===== config.mk =====
export PLATFORM = sky130hd
export DESIGN_NAME = switch_alloc_top
export DESIGN_NICKNAME = d
export VERILOG_FILES = /design/src/hdl/alloc_pkg.sv /design/src/hdl/rr_arbiter.sv /design/src/hdl/input_first_allocator.sv /design/src/hdl/switch_alloc_top.sv
export VERILOG_INCLUDE_DIRS = /design/src /design/src/hdl
export SDC_FILE = /design/constraint.sdc
export NUM_CORES = 1
export LEC_CHECK = 0
export ABC_AREA = 0
export BUFFER_PORTS_ARGS = -buffer_cell sky130_fd_sc_hd__buf_2
export CAP_MARGIN = 20
export CORE_MARGIN = 4
export CORE_UTILIZATION = 40
export CTS_BUF_LIST = sky130_fd_sc_hd__clkbuf_8
export CTS_CLUSTER_DIAMETER = 80
export DETAILED_ROUTE_END_ITERATION = 6
export MAX_ROUTING_LAYER = met4
export SLEW_MARGIN = 10
export SYNTH_ARGS = -nofsm -noshare
export SYNTH_HDL_FRONTEND = slang
export SYNTH_HIERARCHICAL = 1
export SYNTH_SLANG_ARGS = --single-unit

===== constraint.sdc =====
create_clock -name clk -period 4.5 [get_ports clk]
set_input_delay 0.675 -clock clk [delete_from_list [all_inputs] [get_ports clk]]
set_output_delay 0.675 -clock clk [all_outputs]
set_load 0.01 [all_outputs]

===== src/hdl/alloc_settings.svh =====
`ifndef ALLOC_SETTINGS_SVH
`define ALLOC_SETTINGS_SVH

// ----------------------------------------------------
// Router port counts
// ----------------------------------------------------

// Input side, one requester per VC group
`define ALLOC_N 4

// Output side, one resource per crossbar output
`define ALLOC_M 4

// Matrices are sized from these two counts in alloc_pkg
// Input-major for requests, output-major for the output stage

`endif


===== src/hdl/alloc_pkg.sv =====
`include "alloc_settings.svh"

package alloc_pkg;

  // ----------------------------------------------------
  // Row and column vectors
  // ----------------------------------------------------

  // One input's view, bit j set means output j wanted or granted
  typedef logic [0:`ALLOC_M-1] in_req_t;

  // One output's view, bit i set means input i wants or holds it
  typedef logic [0:`ALLOC_N-1] out_req_t;

  // ----------------------------------------------------
  // Full matrices
  // ----------------------------------------------------

  // Input-major, row i is input i
  typedef in_req_t [0:`ALLOC_N-1] req_mat_t;

  // Output-major, row j is output j
  typedef out_req_t [0:`ALLOC_M-1] gnt_mat_t;

  // Index 0 sits at the left of each packed row
  // so a hex dump reads input 0 / output 0 first

endpackage


===== src/hdl/rr_arbiter.sv =====
`timescale 1ns/1ns

module rr_arbiter #(
  parameter int WIDTH = 4  // Requester count
) (
  input  logic             clk,
  input  logic             i_rst,
  input  logic             i_ce,       // Pointer update enable
  input  logic [0:WIDTH-1] i_request,  // One bit per requester
  output logic [0:WIDTH-1] o_grant     // One-hot or zero
);

  // Pointer needs at least one bit, even for a single requester
  localparam int PTR_W = (WIDTH > 1) ? $clog2(WIDTH) : 1;
  localparam logic [PTR_W-1:0] LAST_IDX = PTR_W'(WIDTH - 1);

  logic [PTR_W-1:0] ptr_q;      // Highest priority index
  logic [PTR_W-1:0] win_idx;    // Index of this cycle's winner
  logic             win_found;  // Any request seen

  // ----------------------------------------------------
  // Circular priority search
  // ----------------------------------------------------

  // Walk upward from the pointer, wrap past the top
  // First set request wins
  always_comb begin : search
    int idx;
    idx       = 0;
    win_found = 1'b0;
    win_idx   = '0;
    for (int off = 0; off < WIDTH; off++) begin
      idx = int'(ptr_q) + off;
      if (idx >= WIDTH) begin
        idx = idx - WIDTH;  // Wrap around
      end
      if (!win_found && i_request[idx]) begin
        win_found = 1'b1;
        win_idx   = PTR_W'(idx);
      end
    end
  end

  // ----------------------------------------------------
  // Grant decode
  // ----------------------------------------------------

  always_comb begin
    o_grant = '0;
    if (win_found) begin
      o_grant[win_idx] = 1'b1;  // Only the winner
    end
  end

  // ----------------------------------------------------
  // Pointer update
  // ----------------------------------------------------

  // Moves just past the winner, so the winner drops to lowest priority
  // Holds with no request or with the enable low
  always_ff @(posedge clk) begin
    if (i_rst) begin
      ptr_q <= '0;
    end else if (i_ce && win_found) begin
      if (win_idx == LAST_IDX) begin
        ptr_q <= '0;  // Wrap to index 0
      end else begin
        ptr_q <= win_idx + PTR_W'(1);
      end
    end
  end

  // Every requester that stays asserted is served within WIDTH
  // enabled grants, since the pointer can only pass it by granting it

endmodule


===== src/hdl/input_first_allocator.sv =====
`timescale 1ns/1ns

`include "alloc_settings.svh"

module input_first_allocator #(
  parameter int N = `ALLOC_N,  // Inputs
  parameter int M = `ALLOC_M   // Outputs
) (
  input  logic              clk,
  input  logic              i_rst,
  input  logic              i_ce,         // Arbiter pointer update
  input  alloc_pkg::req_mat_t i_request,  // N rows of M bits
  output alloc_pkg::gnt_mat_t o_out_grant,  // M rows of N bits
  output alloc_pkg::req_mat_t o_in_grant    // Same grants, input-major
);

  import alloc_pkg::*;

  req_mat_t in_stage_gnt;   // One output picked per input
  gnt_mat_t out_stage_req;  // Input stage result, per output

  // ----------------------------------------------------
  // Input stage
  // ----------------------------------------------------

  // Each input picks one of its requested outputs
  // Pointer moves on its own grant, whether or not the
  // output stage later accepts it
  for (genvar gi = 0; gi < N; gi++) begin : g_in_arb
    rr_arbiter #(
      .WIDTH(M)
    ) in_arb_i (
      .clk      (clk),
      .i_rst    (i_rst),
      .i_ce     (i_ce),
      .i_request(i_request[gi]),
      .o_grant  (in_stage_gnt[gi])
    );
  end

  // Rows become columns for the output stage
  always_comb begin
    out_stage_req = '0;
    for (int o_idx = 0; o_idx < M; o_idx++) begin
      for (int i_idx = 0; i_idx < N; i_idx++) begin
        out_stage_req[o_idx][i_idx] = in_stage_gnt[i_idx][o_idx];
      end
    end
  end

  // ----------------------------------------------------
  // Output stage
  // ----------------------------------------------------

  // Each output keeps one of the inputs that chose it
  for (genvar go = 0; go < M; go++) begin : g_out_arb
    rr_arbiter #(
      .WIDTH(N)
    ) out_arb_i (
      .clk      (clk),
      .i_rst    (i_rst),
      .i_ce     (i_ce),
      .i_request(out_stage_req[go]),
      .o_grant  (o_out_grant[go])
    );
  end

  // Back to input-major so each input sees its own grant row
  always_comb begin
    o_in_grant = '0;
    for (int i_idx = 0; i_idx < N; i_idx++) begin
      for (int o_idx = 0; o_idx < M; o_idx++) begin
        o_in_grant[i_idx][o_idx] = o_out_grant[o_idx][i_idx];
      end
    end
  end

  // Input stage leaves at most one bit per row, output stage at most
  // one bit per column, so the result is a valid matching

endmodule


===== src/hdl/switch_alloc_top.sv =====
`timescale 1ns/1ns

`include "alloc_settings.svh"

module switch_alloc_top (
  input  logic                clk,
  input  logic                i_rst,
  input  logic                i_req_valid,    // One-cycle strobe
  input  alloc_pkg::req_mat_t i_request,      // Input-major request matrix
  output logic                o_grant_valid,  // One-cycle strobe
  output alloc_pkg::gnt_mat_t o_out_grant,    // Output-major grants
  output alloc_pkg::req_mat_t o_in_grant      // Input-major grants
);

  import alloc_pkg::*;

  // Capture stage
  logic     cap_valid_q;  // Request held this cycle
  req_mat_t cap_req_q;    // Held request matrix
  req_mat_t alloc_req;    // What the allocator sees

  // Allocator result, combinational
  gnt_mat_t alloc_out_gnt;
  req_mat_t alloc_in_gnt;

  // Grant stage
  logic     gnt_valid_q;
  gnt_mat_t gnt_out_q;
  req_mat_t gnt_in_q;

  // ----------------------------------------------------
  // Request capture
  // ----------------------------------------------------

  always_ff @(posedge clk) begin
    if (i_rst) begin
      cap_valid_q <= 1'b0;
    end else begin
      cap_valid_q <= i_req_valid;  // Follows the strobe by one cycle
    end
  end

  // Matrix loads only on a strobe
  always_ff @(posedge clk) begin
    if (i_req_valid) begin
      cap_req_q <= i_request;
    end
  end

  // Stale matrix never reaches the arbiters
  assign alloc_req = cap_valid_q ? cap_req_q : '0;

  // ----------------------------------------------------
  // Allocator
  // ----------------------------------------------------

  // Pointers advance only in capture-valid cycles
  input_first_allocator #(
    .N(`ALLOC_N),
    .M(`ALLOC_M)
  ) alloc_i (
    .clk        (clk),
    .i_rst      (i_rst),
    .i_ce       (cap_valid_q),
    .i_request  (alloc_req),
    .o_out_grant(alloc_out_gnt),
    .o_in_grant (alloc_in_gnt)
  );

  // ----------------------------------------------------
  // Grant register
  // ----------------------------------------------------

  always_ff @(posedge clk) begin
    if (i_rst) begin
      gnt_valid_q <= 1'b0;
    end else begin
      gnt_valid_q <= cap_valid_q;  // Two cycles after i_req_valid
    end
  end

  // Payload loads only with a fresh result
  always_ff @(posedge clk) begin
    if (cap_valid_q) begin
      gnt_out_q <= alloc_out_gnt;
      gnt_in_q  <= alloc_in_gnt;
    end
  end

  // ----------------------------------------------------
  // Outputs
  // ----------------------------------------------------

  assign o_grant_valid = gnt_valid_q;

  // Zero whenever no result is presented, including after reset
  assign o_out_grant = gnt_valid_q ? gnt_out_q : '0;
  assign o_in_grant  = gnt_valid_q ? gnt_in_q  : '0;

  // Back-to-back strobes keep both stages busy, one allocation
  // in capture and the previous one in the grant register

endmodule


**After elaboration in Yosys (flattened, before gate mapping)**

Cells that the tools add are included.

- Output and inout port bits: 33
- Register bits after elaboration: 66
- Input bits: 19
- Word-level logic and storage cells: 505

- Bitwise operators: 40
- Multiplexer cells: 227
- Reductions and logical operators: 64
- Order comparisons: 80
- Equality and inequality tests: 8
- Add/sub/neg operators: 64

Operators by type and width:

| cell | number |
|---|---|
| $ge 32x3->1 const B | 32 |
| $mux 32 | 32 |
| $not 32->32 | 32 |
| $mux 1 | 104 |
| $ge 3x3->1 const B | 32 |
| $sub 3x3->4 const B | 24 |
| $mux 2 | 40 |
| $bmux 1 s2 | 32 |
| $add 2x2->3 const B | 16 |
| $mux 16 | 3 |
| $logic_and 1x1->1 | 40 |
| $mux 4 | 8 |
| $sub 2x3->4 const B | 8 |
| $add 2x1->3 const B | 8 |
| $ge 2x3->1 const B | 8 |
| $logic_not 1->1 | 24 |
| $lt 3x1->1 const B | 8 |
| $not 2->3 | 8 |
| $add 2x1->2 const B | 8 |
| $demux 1 s2 | 8 |
| $eq 2x2->1 const B | 8 |

**Longest topological paths before layout**

- Word-level depth: 41
- Depth in mapped cells: 15
- Depth with buffers taken out: 12

**Hierarchy**

Netlist, hierarchy kept.

Modules (own cells, without submodules):

| module | cells each | instances | area an instance (um2) | seq. area each (um2) |
|---|---|---|---|---|
| rr_arbiter | 31 | 8 | 275.3 | 40.0 |
| switch_alloc_top | 104 | 1 | 1860.5 | 1481.4 |
| input_first_allocator | 16 | 1 | 120.1 | 0.0 |

**Worst setup path after synthesis**

Ideal clock, no wire load.

- Path type: reg-to-reg
- Start: register cap_valid_q
- End: register gnt_out_q[1] (netlist name) (data pin)
- Arrival: 3.651 ns
- Required time: 4.249 ns
- Path buffers: 1
- Path slack: 0.598 ns
- Setup time: 0.251 ns
- Stages on the path, launching flop included: 13
- Clock period less this slack: 3.902 ns
- Cells stage by stage: dfxtp_1 > and2_1 > nor2b_1 > o21ai_0 > o211a_1 > ha_1 > nor2b_1 > nor2b_1 > o21ai_0 > o211ai_1 > ha_1 > nor2b_1 > buf_4

RTL lines:

| what | line | RTL |
|---|---|---|
| start, declared | switch_alloc_top.sv:18 | `logic cap_valid_q;` |
| start signal, assigned | switch_alloc_top.sv:39 | `cap_valid_q <= i_req_valid;` |
| end signal, assigned | switch_alloc_top.sv:85 | `gnt_out_q <= alloc_out_gnt;` |
| end, declared | switch_alloc_top.sv:28 | `gnt_mat_t gnt_out_q;` |

==> flow_summary.ini <==
[yosys]
yosys_warnings = 6
ys_top_cells_by_area = edfxtp_1, nor2b_1, ha_1, dfxtp_1, and2_2
synth_area_mm2 = 0.00418
ys_types = 21
synth_top_area_cell = edfxtp_1
seq_area_frac_synth = 0.431
synth_nets = 419
synthCells = 368
ys_ff_latch = 66
synth_top_area_frac = 0.345
postSynthAreaPerCell_um2 = 11.4

[worst_setup_path]
rr_worst_depth = 11
slowest_stage = dfxtp_2
crit_buf_inv = 0
cp_cell_sequence = and2_1 > nor2b_1 > o21ai_0 > o211a_1 > ha_1 > nor2b_1 > nor2b_1 > o21bai_1 > o211ai_1 > ha_1 > nor2b_1
max_stage_delay_ps = 650
cp_data_required_time_ps = 4570
setup.worst_path.class = flip-flop to flip-flop
cp_top_family = simple AND/OR/NAND/NOR gates
end_kind = flip-flop
cp_num_cells = 11
critical_path.max_fanout = 29
cp-start-kind = flip-flop
cp.arrival_ps = 3620
crit_top_cell = nor2b_1

[layout]
nets = 455
syn2layout_area_growth_pct = 10.7
layout_commonest_cell = nor2b_1
antennaDiodeCount = 0
drive_gt1_frac = 0.267
post-route-util = 0.451
final_cell_mix = nor2b_1, buf_2, edfxtp_1
final_design_area_no_fill_mm2 = 0.00463

[timing]
tns_ps = 0
final-setup-viol-count = 0
fmax_mhz = 282
layout_min_cycle_time_ps = 3550
slew_headroom = 0.539
tightest_slew_ps = 690
rsz0062_at_grt = false
hold_slack_ps = 507
fin_skew_ps = 8.71
final_max_slew_viol_count = 0
period_share = 0.788
finalHoldViolations = 0

[global_routing]
overflow = 0
grt_pass1_wl_um = 12300
track_usage = 0.132
grt_pass1_vias = 2571
antenna_found_initial = 0
grt_max_degree = 34

[die]
die_y_um = 110
core_mm2 = 0.0103
die_w_um = 110
ios = 52
start_util = 0.407
die_area_mm2 = 0.0122
rows = 37

[cts]
postCtsSetupBuffers = 0
cts_sinks = 66
ctsHtreeMaxLevel = 3
clkTransAtPathRegs_ps = 80
cts.hold.buffers_added = 0
cts_tree = yes
cts_inserted_buffers = 9
cts_buffer_depth = 2
root_buffer = clkbuf_8
clk_latency_ps = 340
cts_resized = 0

[detailed_routing]
ant_nets = 0
drt_iter0_markers = 79
drc = 0
vias = 2688
dr.pass1.iters = 4
wire_per_inst_um = 12.9
drt_wl_total_um = 7020
via_per_inst = 4.93

[placed_design]
placement.cell_area_mm2 = 0.00439
dp_hpwl_um = 5210
gp_congestion = 0.838
portBuffers = 51

[hold_path]
hold_depth = 1
hp-class = primary input to flip-flop

[run]
drv_cap = 0

[power]
power_density_mw_per_mm2 = 330
ir_worst_vdd_uv = 159
total_power_mw = 1.53
static-leakage-power_nw = 1.97

[run_status]
status = finished, final reports clean
## synth_stat cells
| cell type | instances |
|---|---|
| nor2b_1 | 66 |
| edfxtp_1 | 48 |
| and2_2 | 32 |
| ha_1 | 32 |
| o21bai_1 | 24 |
| dfxtp_1 | 18 |
| and2_1 | 16 |
| buf_4 | 16 |
| o21a_1 | 16 |
| o21ai_0 | 16 |
| buf_6 | 9 |
| a21boi_0 | 8 |
| a21o_1 | 8 |
| a31oi_1 | 8 |
| mux2i_1 | 8 |
| nor2_1 | 8 |
| nor4_2 | 8 |
| o211a_1 | 8 |
| o211ai_1 | 8 |
| o41a_1 | 8 |
| clkbuf_2 | 3 |
## routing by layer
metal	GRT usage	vias up	wire length [um]
met3	0.0309	10	469
met1	0.175	1221	3460
met2	0.195	69	2980
met4	0.0519	0	110
li1	-	1388	-
met5	-	-	0
## area by class of cell
| type | count | area [um^2] |
|---|---|---|
| Fill cell | 980 | 5650 |
| Multi-Input combinational cell | 274 | 2140 |
| Sequential cell | 66 | 1800 |
| Timing Repair Buffer | 53 | 270 |
| Tap cell | 136 | 170 |
| Clock buffer | 9 | 124 |
| Clock inverter | 7 | 119 |
## registers in the layout, indices dropped and copies added, names as in the netlist
name,flops
cap_req_q,16
gnt_in_q,16
gnt_out_q,16
alloc_i/g_in_arb.in_arb_i/ptr_q,8
alloc_i/g_out_arb.out_arb_i/ptr_q,8
cap_valid_q,1
o_grant_valid,1
## worst paths after layout
check        slack (ps)                                                 start                                                    to
max                 950                                cap_valid_q$_SDFF_PP0_                                 gnt_in_q[4]$_DFFE_PP_
max reg2reg         950                                cap_valid_q$_SDFF_PP0_                                 gnt_in_q[4]$_DFFE_PP_
min reg2reg         550  alloc_i/g_out_arb[3].out_arb_i/ptr_q[0]$_SDFFE_PP0P_  alloc_i/g_out_arb[3].out_arb_i/ptr_q[0]$_SDFFE_PP0P_
min                 510                                         i_request[11]                               cap_req_q[11]$_DFFE_PP_
## power breakdown
part / internal, mW / leakage, nW / switching [mW]
combinational: 0.0951 / 1.23 / 0.120
sequential: 0.695 / 0.619 / 0.0187
clock: 0.368 / 0.121 / 0.232
## kinds of logic (layout without fill, tap and decap cells)
family	after synthesis	count (layout)	share of synthesized area
AO/OA/AOI/OAI	104	104	0.187
adder cells (fa/ha/maj)	32	32	0.0957
AND/OR/NAND/NOR	130	130	0.211
buffers and inverters	28	69	0.0565
flip-flops	66	66	0.431
multiplexers	8	8	0.0191
## per-stage QoR
step,std cells,worst slack (ps)
CTS,545,847
global placement,529,1020
finish,545,954
floorplan,368,598
global route,545,500
detailed placement,529,889
Power figures use the tool's default switching activity.
